===== config.mk =====
export PLATFORM = sky130hd
export DESIGN_NAME = apb_subsystem_top
export DESIGN_NICKNAME = d
export VERILOG_FILES = /design/src/apb_ss_pkg.sv /design/src/ahb_to_apb_bridge.sv /design/src/apb_gpio.sv /design/src/apb_slave_mux.sv /design/src/apb_subsystem_top.sv /design/src/apb_timer.sv
export SDC_FILE = /design/constraint.sdc
export NUM_CORES = 1
export LEC_CHECK = 0
export BUFFER_PORTS_ARGS = -buffer_cell sky130_fd_sc_hd__buf_2
export CORE_UTILIZATION = 40
export DETAILED_ROUTE_END_ITERATION = 8
export PLACE_DENSITY = 0.56
export SLEW_MARGIN = 5
export SYNTH_ARGS = -nofsm -noshare
export SYNTH_HDL_FRONTEND = slang
export SYNTH_HIERARCHICAL = 1
export SYNTH_SLANG_ARGS = --single-unit

===== constraint.sdc =====
create_clock -name tb_hclk13 -period 5.35 [get_ports tb_hclk13]
set_clock_uncertainty 0.05 [all_clocks]
set_input_delay 0.2675 -clock tb_hclk13 [delete_from_list [all_inputs] [get_ports tb_hclk13]]
set_output_delay 0.2675 -clock tb_hclk13 [all_outputs]
set_load 0.03 [all_outputs]

===== src/apb_ss_pkg.sv =====
// One clock for AHB and APB, word accesses only
// Address bits 15:12 select the peripheral, bits 11:0 the register
package apb_ss_pkg;

  // ====================
  // Widths and address map
  // ====================
  localparam int AHB_ADDR_W = 32;
  localparam int DATA_W     = 32;
  localparam int APB_ADDR_W = 16;
  localparam int GPIO_W     = 16;
  localparam int NUM_SLV    = 2;
  localparam int REGION_W   = 4;     // Region field in paddr[15:12]
  localparam int OFS_W      = 12;    // Register offset inside a region

  localparam logic [REGION_W-1:0] SLV_GPIO  = 4'h0;
  localparam logic [REGION_W-1:0] SLV_TIMER = 4'h1;
  localparam int SEL_GPIO  = 0;      // Bit in the one-hot select
  localparam int SEL_TIMER = 1;

  // AHB encodings
  localparam logic [1:0] HTRANS_NONSEQ = 2'b10;
  localparam logic [2:0] HSIZE_WORD    = 3'b010;

  // ====================
  // Register offsets
  // ====================
  localparam logic [OFS_W-1:0] GPIO_OUT      = 12'h000;
  localparam logic [OFS_W-1:0] GPIO_DIR      = 12'h004;  // 1 = output
  localparam logic [OFS_W-1:0] GPIO_IN       = 12'h008;
  localparam logic [OFS_W-1:0] GPIO_IRQ_STAT = 12'h00C;  // Write 1 to clear
  localparam logic [OFS_W-1:0] GPIO_IRQ_MASK = 12'h010;  // 1 = irq enabled
  localparam logic [OFS_W-1:0] TMR_CTRL      = 12'h000;
  localparam logic [OFS_W-1:0] TMR_LOAD      = 12'h004;
  localparam logic [OFS_W-1:0] TMR_COUNT     = 12'h008;  // Read only
  localparam logic [OFS_W-1:0] TMR_STAT      = 12'h00C;  // Bit 0, write 1 to clear
  localparam int TMR_EN_BIT   = 0;
  localparam int TMR_AUTO_BIT = 1;

  // AHB address phase group
  typedef struct packed {
    logic [AHB_ADDR_W-1:0] haddr;
    logic [1:0]            htrans;
    logic                  hwrite;
    logic [2:0]            hsize;
  } ahb_req_t;

  // APB request from the bridge, psel travels on its own
  typedef struct packed {
    logic [APB_ADDR_W-1:0] paddr;
    logic                  pwrite;
    logic [DATA_W-1:0]     pwdata;
    logic                  penable;
  } apb_req_t;

  typedef struct packed {
    logic [DATA_W-1:0] prdata;
    logic              pready;
    logic              pslverr;
  } apb_rsp_t;

endpackage


===== src/ahb_to_apb_bridge.sv =====
// Single transfers only, one in flight; non-word hsize gets ERROR without APB
// hwdata must be held by the master for its whole data phase
`timescale 1ns/1ps

module ahb_to_apb_bridge (
  input  logic                          tb_hclk13,
  input  logic                          hresetn13,
  input  logic                          i_hsel,
  input  apb_ss_pkg::ahb_req_t          i_ahb_req,
  input  logic [apb_ss_pkg::DATA_W-1:0] i_hwdata,
  output logic [apb_ss_pkg::DATA_W-1:0] o_hrdata,
  output logic                          o_hready,
  output logic                          o_hresp,    // 1 = ERROR
  output logic                          o_psel,
  output apb_ss_pkg::apb_req_t          o_apb_req,
  input  apb_ss_pkg::apb_rsp_t          i_apb_rsp
);
  import apb_ss_pkg::*;

  typedef enum logic [2:0] {ST_IDLE, ST_SETUP, ST_ACCESS, ST_ERR1, ST_ERR2} state_t;

  state_t                state_q;
  state_t                state_d;
  logic                  accept;     // Address phase taken this edge
  logic                  size_ok;
  logic [APB_ADDR_W-1:0] addr_q;     // Truncated to the APB space
  logic                  write_q;
  logic [DATA_W-1:0]     wdata_q;

  assign accept  = i_hsel && (i_ahb_req.htrans == HTRANS_NONSEQ) && o_hready;
  assign size_ok = (i_ahb_req.hsize == HSIZE_WORD);

  // ====================
  // Transfer FSM
  // ====================
  always_comb begin
    state_d = state_q;
    case (state_q)
      ST_IDLE, ST_ERR2: begin            // Both end with hready high
        if (accept)
          state_d = size_ok ? ST_SETUP : ST_ERR1;
        else
          state_d = ST_IDLE;
      end
      ST_SETUP:  state_d = ST_ACCESS;
      ST_ACCESS: begin
        if (i_apb_rsp.pready)            // Wait states just hold here
          state_d = i_apb_rsp.pslverr ? ST_ERR1 : ST_IDLE;
      end
      ST_ERR1:   state_d = ST_ERR2;
      default:   state_d = ST_IDLE;
    endcase
  end

  always_ff @(posedge tb_hclk13) begin
    if (!hresetn13)
      state_q <= ST_IDLE;
    else
      state_q <= state_d;
  end

  // Address phase capture
  always_ff @(posedge tb_hclk13) begin
    if (accept) begin
      addr_q  <= i_ahb_req.haddr[APB_ADDR_W-1:0];
      write_q <= i_ahb_req.hwrite;
    end
    if (state_q == ST_SETUP)
      wdata_q <= i_hwdata;               // Held for the ACCESS cycles
    if ((state_q == ST_ACCESS) && i_apb_rsp.pready && !write_q)
      o_hrdata <= i_apb_rsp.prdata;
  end

  // ====================
  // Outputs
  // ====================
  assign o_hready = (state_q == ST_IDLE) || (state_q == ST_ERR2);
  assign o_hresp  = (state_q == ST_ERR1) || (state_q == ST_ERR2);
  assign o_psel   = (state_q == ST_SETUP) || (state_q == ST_ACCESS);

  assign o_apb_req.paddr   = addr_q;
  assign o_apb_req.pwrite  = write_q;
  assign o_apb_req.penable = (state_q == ST_ACCESS);
  assign o_apb_req.pwdata  = (state_q == ST_SETUP) ? i_hwdata : wdata_q;

  // penable never starts without a select in the cycle before
  a_penable_after_setup: assert property (@(posedge tb_hclk13) disable iff (!hresetn13)
    o_apb_req.penable |-> $past(o_psel));

  // Request frozen from SETUP through the last ACCESS cycle
  a_req_stable: assert property (@(posedge tb_hclk13) disable iff (!hresetn13)
    (state_q == ST_ACCESS) |-> ($stable(o_apb_req.paddr) && $stable(o_apb_req.pwrite)
                                && $stable(o_apb_req.pwdata)));

  // Only the second ERROR cycle shows hresp with hready high
  a_no_resp_idle: assert property (@(posedge tb_hclk13) disable iff (!hresetn13)
    (o_hready && o_hresp) |-> $past(o_hresp && !o_hready));

endmodule


===== src/apb_gpio.sv =====
// Zero wait states, never reports pslverr; unknown offsets read zero
// Pin inputs pass a 2-flop synchronizer before edge detection
`timescale 1ns/1ps

module apb_gpio (
  input  logic                          tb_hclk13,
  input  logic                          hresetn13,
  input  logic                          i_psel,
  input  apb_ss_pkg::apb_req_t          i_apb_req,
  output apb_ss_pkg::apb_rsp_t          o_apb_rsp,
  input  logic [apb_ss_pkg::GPIO_W-1:0] i_gpio_in,
  output logic [apb_ss_pkg::GPIO_W-1:0] o_gpio_out,
  output logic [apb_ss_pkg::GPIO_W-1:0] o_gpio_oe,
  output logic                          o_gpio_irq
);
  import apb_ss_pkg::*;

  logic [GPIO_W-1:0] out_q;
  logic [GPIO_W-1:0] dir_q;
  logic [GPIO_W-1:0] mask_q;
  logic [GPIO_W-1:0] stat_q;
  logic [GPIO_W-1:0] sync1_q;    // Synchronizer stages
  logic [GPIO_W-1:0] sync2_q;
  logic [GPIO_W-1:0] prev_q;     // Last synced value, for edges
  logic [GPIO_W-1:0] rise;
  logic [GPIO_W-1:0] stat_clr;
  logic [OFS_W-1:0]  ofs;
  logic              wr_en;

  assign ofs   = i_apb_req.paddr[OFS_W-1:0];
  assign wr_en = i_psel && i_apb_req.penable && i_apb_req.pwrite;  // End of ACCESS
  assign rise  = sync2_q & ~prev_q;
  assign stat_clr = (wr_en && (ofs == GPIO_IRQ_STAT)) ? i_apb_req.pwdata[GPIO_W-1:0] : '0;

  // ====================
  // Input path
  // ====================
  always_ff @(posedge tb_hclk13) begin
    sync1_q <= i_gpio_in;
    sync2_q <= sync1_q;
    prev_q  <= sync2_q;    // Synced pins one cycle back
  end

  // Registers
  always_ff @(posedge tb_hclk13) begin
    if (!hresetn13) begin
      out_q  <= '0;
      dir_q  <= '0;
      mask_q <= '0;
      stat_q <= '0;
    end else begin
      if (wr_en && (ofs == GPIO_OUT))
        out_q <= i_apb_req.pwdata[GPIO_W-1:0];
      if (wr_en && (ofs == GPIO_DIR))
        dir_q <= i_apb_req.pwdata[GPIO_W-1:0];
      if (wr_en && (ofs == GPIO_IRQ_MASK))
        mask_q <= i_apb_req.pwdata[GPIO_W-1:0];
      stat_q <= (stat_q & ~stat_clr) | rise;   // New edge beats clear
    end
  end

  // Read mux
  always_comb begin
    o_apb_rsp         = '0;
    o_apb_rsp.pready  = 1'b1;
    o_apb_rsp.pslverr = 1'b0;
    case (ofs)
      GPIO_OUT:      o_apb_rsp.prdata[GPIO_W-1:0] = out_q;
      GPIO_DIR:      o_apb_rsp.prdata[GPIO_W-1:0] = dir_q;
      GPIO_IN:       o_apb_rsp.prdata[GPIO_W-1:0] = sync2_q;
      GPIO_IRQ_STAT: o_apb_rsp.prdata[GPIO_W-1:0] = stat_q;
      GPIO_IRQ_MASK: o_apb_rsp.prdata[GPIO_W-1:0] = mask_q;
      default:       o_apb_rsp.prdata = '0;
    endcase
  end

  assign o_gpio_out = out_q;
  assign o_gpio_oe  = dir_q;
  assign o_gpio_irq = |(stat_q & mask_q);

endmodule


===== src/apb_slave_mux.sv =====
// Combinational decode of paddr[15:12]; regions other than GPIO and timer are unmapped
`timescale 1ns/1ps

module apb_slave_mux (
  input  logic                                i_psel,
  input  logic [apb_ss_pkg::REGION_W-1:0]     i_paddr_region,
  output logic [apb_ss_pkg::NUM_SLV-1:0]      o_psel_slv,
  input  apb_ss_pkg::apb_rsp_t                i_rsp_gpio,
  input  apb_ss_pkg::apb_rsp_t                i_rsp_timer,
  output apb_ss_pkg::apb_rsp_t                o_apb_rsp
);
  import apb_ss_pkg::*;

  logic unmapped;    // Selected, but no peripheral there

  // ====================
  // Region decode
  // ====================
  always_comb begin
    o_psel_slv = '0;
    unmapped   = 1'b0;
    if (i_psel) begin
      case (i_paddr_region)
        SLV_GPIO:  o_psel_slv[SEL_GPIO]  = 1'b1;
        SLV_TIMER: o_psel_slv[SEL_TIMER] = 1'b1;
        default:   unmapped = 1'b1;
      endcase
    end
  end

  // Response return
  always_comb begin
    o_apb_rsp = '0;                      // Idle bus reads zero, not ready
    if (o_psel_slv[SEL_GPIO])
      o_apb_rsp = i_rsp_gpio;
    else if (o_psel_slv[SEL_TIMER])
      o_apb_rsp = i_rsp_timer;
    else if (unmapped) begin
      o_apb_rsp.pready  = 1'b1;          // Answer at once with an error
      o_apb_rsp.pslverr = 1'b1;
    end
  end

endmodule


===== src/apb_subsystem_top.sv =====
// AHB-Lite slave port in front of GPIO (0x0xxx) and timer (0x1xxx)
// hsel is the only select, haddr above bit 15 is ignored
`timescale 1ns/1ps

module apb_subsystem_top (
  input  logic                          tb_hclk13,
  input  logic                          hresetn13,
  input  logic                          i_hsel,
  input  apb_ss_pkg::ahb_req_t          i_ahb_req,
  input  logic [apb_ss_pkg::DATA_W-1:0] i_hwdata,
  output logic [apb_ss_pkg::DATA_W-1:0] o_hrdata,
  output logic                          o_hready,
  output logic                          o_hresp,
  input  logic [apb_ss_pkg::GPIO_W-1:0] i_gpio_in,
  output logic [apb_ss_pkg::GPIO_W-1:0] o_gpio_out,
  output logic [apb_ss_pkg::GPIO_W-1:0] o_gpio_oe,
  output logic                          o_gpio_irq,
  output logic                          o_timer_irq
);
  import apb_ss_pkg::*;

  // ====================
  // Internal APB bus
  // ====================
  apb_req_t           apb_req;
  apb_rsp_t           apb_rsp;      // Muxed back to the bridge
  apb_rsp_t           rsp_gpio;
  apb_rsp_t           rsp_timer;
  logic               psel;
  logic [NUM_SLV-1:0] psel_slv;

  ahb_to_apb_bridge i_ahb_to_apb_bridge (
    .tb_hclk13 (tb_hclk13),
    .hresetn13 (hresetn13),
    .i_hsel    (i_hsel),
    .i_ahb_req (i_ahb_req),
    .i_hwdata  (i_hwdata),
    .o_hrdata  (o_hrdata),
    .o_hready  (o_hready),
    .o_hresp   (o_hresp),
    .o_psel    (psel),
    .o_apb_req (apb_req),
    .i_apb_rsp (apb_rsp)
  );

  apb_slave_mux i_apb_slave_mux (
    .i_psel         (psel),
    .i_paddr_region (apb_req.paddr[APB_ADDR_W-1 -: REGION_W]),  // paddr[15:12]
    .o_psel_slv     (psel_slv),
    .i_rsp_gpio     (rsp_gpio),
    .i_rsp_timer    (rsp_timer),
    .o_apb_rsp      (apb_rsp)
  );

  apb_gpio i_apb_gpio (
    .tb_hclk13  (tb_hclk13),
    .hresetn13  (hresetn13),
    .i_psel     (psel_slv[SEL_GPIO]),
    .i_apb_req  (apb_req),
    .o_apb_rsp  (rsp_gpio),
    .i_gpio_in  (i_gpio_in),
    .o_gpio_out (o_gpio_out),
    .o_gpio_oe  (o_gpio_oe),
    .o_gpio_irq (o_gpio_irq)
  );

  apb_timer i_apb_timer (
    .tb_hclk13   (tb_hclk13),
    .hresetn13   (hresetn13),
    .i_psel      (psel_slv[SEL_TIMER]),
    .i_apb_req   (apb_req),
    .o_apb_rsp   (rsp_timer),
    .o_timer_irq (o_timer_irq)
  );

endmodule


===== src/apb_timer.sv =====
// Writing LOAD also reloads COUNT; a zero load never fires
// Auto-reload restarts from LOAD on the cycle the count would reach zero
`timescale 1ns/1ps

module apb_timer (
  input  logic                 tb_hclk13,
  input  logic                 hresetn13,
  input  logic                 i_psel,
  input  apb_ss_pkg::apb_req_t i_apb_req,
  output apb_ss_pkg::apb_rsp_t o_apb_rsp,
  output logic                 o_timer_irq
);
  import apb_ss_pkg::*;

  logic [1:0]        ctrl_q;     // Auto-reload, enable
  logic [DATA_W-1:0] load_q;
  logic [DATA_W-1:0] count_q;
  logic              stat_q;     // Sticky expiry flag
  logic [OFS_W-1:0]  ofs;
  logic              wr_en;
  logic              hit_zero;   // Last decrement this cycle
  logic              stat_clr;

  assign ofs      = i_apb_req.paddr[OFS_W-1:0];
  assign wr_en    = i_psel && i_apb_req.penable && i_apb_req.pwrite;
  assign hit_zero = ctrl_q[TMR_EN_BIT] && (count_q == DATA_W'(1));
  assign stat_clr = wr_en && (ofs == TMR_STAT) && i_apb_req.pwdata[0];

  // ====================
  // Counter
  // ====================
  always_ff @(posedge tb_hclk13) begin
    if (!hresetn13) begin
      ctrl_q  <= '0;
      load_q  <= '0;
      count_q <= '0;
      stat_q  <= 1'b0;
    end else begin
      if (wr_en && (ofs == TMR_CTRL))
        ctrl_q <= i_apb_req.pwdata[1:0];
      if (wr_en && (ofs == TMR_LOAD)) begin  // Software load wins
        load_q  <= i_apb_req.pwdata;
        count_q <= i_apb_req.pwdata;
      end else if (hit_zero && ctrl_q[TMR_AUTO_BIT])
        count_q <= load_q;
      else if (ctrl_q[TMR_EN_BIT] && (count_q != '0))
        count_q <= count_q - 1'b1;           // One-shot parks at zero
      stat_q <= hit_zero | (stat_q & ~stat_clr);
    end
  end

  // Read mux
  always_comb begin
    o_apb_rsp         = '0;
    o_apb_rsp.pready  = 1'b1;
    o_apb_rsp.pslverr = 1'b0;
    case (ofs)
      TMR_CTRL:  o_apb_rsp.prdata[1:0] = ctrl_q;
      TMR_LOAD:  o_apb_rsp.prdata = load_q;
      TMR_COUNT: o_apb_rsp.prdata = count_q;
      TMR_STAT:  o_apb_rsp.prdata[0] = stat_q;
      default:   o_apb_rsp.prdata = '0;
    endcase
  end

  assign o_timer_irq = stat_q;

  // Count only ever moves down from LOAD
  a_count_le_load: assert property (@(posedge tb_hclk13) disable iff (!hresetn13)
    ctrl_q[TMR_EN_BIT] |-> (count_q <= load_q));

endmodule


## Word level (Yosys, flattened, before mapping)

Index checks and enable logic that the tools add are counted.

- Output and inout port bits: 68
- Input bits: 89
- Register bits after elaboration: 263
- Word-level logic and storage cells: 96

- Equal/unequal tests: 13
- Bitwise logic cells: 10
- Add/subtract/negate cells: 1
- Multiplexer cells: 23
- Reductions and logical operators: 32

Operator list:

| operator | number |
|---|---|
| $mux 32 | 4 |
| $pmux 16 s5 | 1 |
| $pmux 30 s2 | 1 |
| $and 16x16->16 | 3 |
| $eq 32x1->1 const B | 1 |
| $mux 16 | 2 |
| $not 16->16 | 2 |
| $reduce_bool 32->1 | 1 |
| $sub 32x1->32 const B | 1 |
| $eq 12x4->1 const B | 2 |
| $logic_and 1x1->1 | 19 |
| $mux 18 | 1 |
| $or 16x16->16 | 1 |
| $reduce_or 16->1 | 1 |
| $eq 12x3->1 const B | 1 |
| $eq 12x5->1 const B | 1 |
| $logic_not 12->1 | 1 |
| $pmux 3 s4 | 1 |
| $mux 2 | 5 |
| $eq 3x2->1 const B | 3 |
| $mux 3 | 2 |
| $reduce_or 2->1 | 3 |
| $eq 4x1->1 const B | 1 |
| $logic_not 4->1 | 1 |
| 14 further kinds | 20 |

## Longest topological paths before layout

- Depth in word-level cells: 10
- Depth in mapped cells: 15
- Gate-level depth less buffers: 10

## Cells and area by module

The synthesis kept the hierarchy.

By module, submodules not included:

| module | sequential area each (um^2) | area each (um^2) | cells an instance | times used |
|---|---|---|---|---|
| apb_gpio | 2242.2 | 4383.0 | 413 | 1 |
| apb_timer | 1341.3 | 3950.0 | 512 | 1 |
| ahb_to_apb_bridge | 2172.1 | 2882.8 | 145 | 1 |
| apb_slave_mux | 0.0 | 581.8 | 80 | 1 |

## Worst setup path after synthesis

OpenSTA, ideal clock, no wires.

- Path kind: register -> register
- From: reg i_ahb_to_apb_bridge.state_q[0]
- To: reg i_apb_gpio.mask_q[10]
- Setup time: 0.126 ns
- Cell stages (with the launch flop): 15
- Path buffers: 5
- Required time: 5.174 ns
- Period minus slack after synthesis: 3.244 ns
- Slack: 2.106 ns
- Data arrival time: 3.068 ns
- Path through: dfxtp_1 -> nor2b_4 -> nor2b_4 -> buf_6 -> buf_12 -> or2_2 -> or4b_1 -> buf_6 -> buf_8 -> nor2_2 -> nor4bb_1 -> nor4bb_1 -> nand2_1 -> buf_2 -> mux2i_1

- Cells in the longest elaborated chain, start to end: 6
- Elaborated cells on any way between the ends: 8
- Those cells by class: eq/ne (2); mux (2); reduce/logical (4)

Ends and longest elaborated chain:

| item | line | RTL |
|---|---|---|
| start, declared | ahb_to_apb_bridge.sv:22 | `state_t state_q;` |
| start signal, assigned | ahb_to_apb_bridge.sv:59 | `state_q <= state_d;` |
| $eq 3x1->1 or $eq 3x2->1 (tied branches) | ahb_to_apb_bridge.sv:79 | `assign o_psel = (state_q == ST_SETUP) \|\| (state_q == ST_ACCESS);` |
| $logic_or 1x1->1 (*) | ahb_to_apb_bridge.sv:79 |  |
| via psel | apb_subsystem_top.sv:29 | `logic psel;` |
| $mux 2 (*) | apb_slave_mux.sv:22 | `if (i_psel) begin` |
| via psel_slv[0] | apb_subsystem_top.sv:30 | `logic [NUM_SLV-1:0] psel_slv;` |
| $logic_and 1x1->1 (*) (2 in a row) | apb_gpio.sv:31 | `assign wr_en = i_psel && i_apb_req.penable && i_apb_req.pwrite;` |
| $logic_and 1x1->1 (*) | apb_gpio.sv:56 | `if (wr_en && (ofs == GPIO_IRQ_MASK))` |
| end signal, assigned | apb_gpio.sv:57 | `mask_q <= i_apb_req.pwdata[GPIO_W-1:0];` |
| end, declared | apb_gpio.sv:20 | `logic [GPIO_W-1:0] mask_q;` |

Mark *: on every way through the listed nets, which the timed path passes. The rest lies on a longest branch.
A chain may end at the register's enable or synchronous reset.

==> summary.md <==
| Metric | Value |
|---|---|
| Status | complete, no violations |
| Netlist Area Pre-Place | roughly 0.012 sq mm |
| Root buf cell | clkbuf_16 |
| Total Neg Setup Slack | 0 ns |
| Final min period | 3.71 ns |
| Worst hold-check path type | input pin to flop |
| Leak Pwr | between 5 and 6 nW |
| Gr ovfl total | 0 |
| Clock Latency Late Sink | around 0.54 ns |
| Setup repair after global routing missed its margin | no |
| Avg Inst Size Synth | 10.3 sq um |
| Worst setup EP type | flop |
| YS warnings | 6 |
| H-tree depth | 1 |
| Tightest Pin Transition | about 1.2 ns |
| Die ar. | roughly 0.030 sq mm |
| Initial DRC count | ~630 |
| Io pins | 157 |
| Max Cap Viol | 0 |
| Critical path class | flop to flop |
| Fillcell total | 2777 |
| Crit-path max FO | 33 |
| Site Rows | 62 |
| Distinct cells, synth | slightly below 90 |
| Core Box Area | around 0.029 sq mm |
| Slew Limit Headroom | 19.4% |
| Register area | between 0.005 and 0.006 sq mm |
| Pwr/cell area | between 300 and 400 mW/mm^2 |
| Crit share post-route | between 60% and 70% |
| Reg2Reg Depth | 10 |
| Final core utilization | between 40% and 50% |
| Worst R2R Start | i_ahb_to_apb_bridge/state_q[1] |
| Post-synth EDFFs | 49 |
| Final #Nets | 1411 |
| Slew Limit Fails | 0 |
| TritonRoute pass-1 iters | 6 |
| Port Buf Inserts | 140 |
| GRT Overall Usage | 21.2% |
| Vias per Instance | roughly 5.4 |
| Worst EP arrival | roughly 4.1 ns |
| Share of cells above drive strength 1 | roughly a fifth |
| Clock Pin Slew Worst Setup and Hold Paths | around 0.060 ns |
| Area of the multi-input gates | around 0.0054 sq mm |
| DRT antenna net count | 0 |
| Hold Crit Depth | 2 |
| Min-Delay Endpoint | i_ahb_to_apb_bridge/wdata_q[4] |
| Final hold vios | 0 |
| Top_reg_cell synth | dfxtp_1 |
| Num Clock Sinks | between 200 and 300 |
| Worst setup SP type | flop |
| DRC viols | 0 |
| Overall Power | between 0.004 and 0.005 W |
| Final WL | ~33 mm |
| Longest Clk Path Bufs | 3 |
| Hold Startpoint | i_hwdata[4] |
| Antenna Cells | 0 |
| Area grow syn2layout | 19.7% |
| Num CTS Buffers | 29 |
| Initial Util | roughly 41% |
| Sequential fraction of the synthesis area | between 40% and 50% |
| WL per Instance | ~19 um |
| Mapped Cells | around 1.2k |
| DIE HEIGHT | between 150 and 200 um |
| Commonest non-fill, non-tap cells in the layout | 214 x dfxtp_1, 141 x nand2_1, 139 x buf_2 |
| Largest net degree at the start of global routing | just over 80 |
| Commonest non-fill, non-tap cell in the layout | dfxtp_1 |
| Worst EP required | between 5 and 6 ns |
| # setup viols final | 0 |
| Die W | around 170 um |
| Initial antenna violation count | 0 |
| R2r setup slk | roughly 1.6 ns |
| RD Place Congestion | 0.798 |
| CTS tree | built |
| Dpl hpwl | 21.4 mm |
| Vias post-DR | 9288 |
| Vias in the first global route | a little under 9k |
| Post-CTS Setup Bufs | 0 |
| Peak Freq | approximately 270 MHz |
| First-pass GRT wire length | ~50 mm |
| Maximum vdd drop | ~220 uV |
| Async SR Flop Fraction | 0% |
| Hold_ws | 0.0259 ns |
| Reg2Reg Capture Point | i_apb_gpio/mask_q[13] |
| Yosys reg bits | about 260 |
[through the flow]
| stage | setup slack (ns) | std cells | cell area (sq um) |
|---|---|---|---|
| 6_report | 1.64 | 1727 | 14100 |
| 5_1_grt | 1.32 | 1727 | 14100 |
| 4_1_cts | 1.67 | 1727 | 14100 |
| 3_5_place_dp | 1.70 | 1609 | 12600 |
| 3_3_place_gp | 1.73 | 1609 | 12600 |
| 2_1_floorplan | 2.11 | 1166 | 11900 |
[worst max-delay path by stage]
stage                                        start               endpoint  cells past startpoint
floorplan           i_ahb_to_apb_bridge/state_q[0]  i_apb_gpio/mask_q[10]                     14
global placement    i_ahb_to_apb_bridge/state_q[1]  i_apb_gpio/mask_q[11]                     10
detailed placement  i_ahb_to_apb_bridge/state_q[1]  i_apb_gpio/mask_q[12]                     10
CTS                 i_ahb_to_apb_bridge/state_q[1]  i_apb_gpio/mask_q[13]                     10
global route        i_ahb_to_apb_bridge/state_q[1]  i_apb_gpio/mask_q[12]                     10
finish              i_ahb_to_apb_bridge/state_q[1]  i_apb_gpio/mask_q[13]                     10
[critical path: stages, from the launching register on]
cell and delay, ns:
dfxtp_1 0.44, nor3b_1 0.23, buf_4 0.19, or2_2 0.13, or4b_1 0.42, buf_4 0.28, nor2_2 0.17, nor4bb_1 0.26
nor4bb_1 0.37, nand2_1 0.69, mux2i_1 0.37
[cell families after synthesis]
kind of cell / count (synthesis) / share of synthesized area [%]
other cells: 4 / 0.127
simple gates: 369 / 15.9
compound gates: 258 / 15.3
xor+xnor: 15 / 1.11
flops: 263 / 48.8
mux: 125 / 12.8
fa+ha+maj: 2 / 0.212
buf+inv: 114 / 5.76
[flip-flops by register name, indices dropped and copies added, names as in the netlist, 32 cells and up]
name / count
i_ahb_to_apb_bridge/o_hrdata: 32
i_apb_timer/load_q: 32
i_apb_timer/count_q: 32
i_ahb_to_apb_bridge/wdata_q: 32
[what timing repair did]
| item | CTS | global route |
|---|---|---|
| hold buffers | 64 | 0 |
| gates resized for setup | 0 | 0 |
| endpoints found under the hold margin | 63 | 0 |
[power breakdown]
group / internal, W / leakage, nW / switching, W
Clock: 0.00110 / 0.439 / 0.000792
Combinational: 0.000236 / 3.13 / 0.000256
Sequential: 0.00216 / 2.25 / 0.0000518
[per-layer routing]
layer	track usage, %	wire length (um)
met4	4.61	528
met5	0	0
met1	32.3	16500
met3	2.63	1750
met2	31.7	13800
[synthesized netlist by cell type, drive strengths merged, types with 6 or more instances]
cell type,number,area share (%)
nand4,10,0.53
a31oi,15,0.80
nor2b,21,1.2
o21a,18,1.1
a21boi,18,1.1
a22o,40,3.0
xor2,9,0.67
nor3,9,0.38
o211ai,7,0.45
a21oi,50,2.1
nand3,34,1.5
mux2i,81,6.9
or3,10,0.58
clkbuf,47,1.5
mux2,36,4.4
dfxtp,214,36
buf,53,3.8
mux4,8,1.5
or4,10,0.73
inv,14,0.45
edfxtp,49,12
nor2,75,2.5
nor4,23,1.5
xnor2,6,0.45
o21ai,57,2.7
nand2,141,4.5
a22oi,6,0.38
[cell type report]
class,count,share of cell area [%]
Clock inverter,5,0.221
Timing Repair Buffer,223,10.5
Tap cell,384,3.40
Multi-Input combinational cell,789,38.5
Sequential cell,263,40.8
Clock buffer,49,6.18
Inverter,14,0.372
Power figures use the tool's default switching activity.
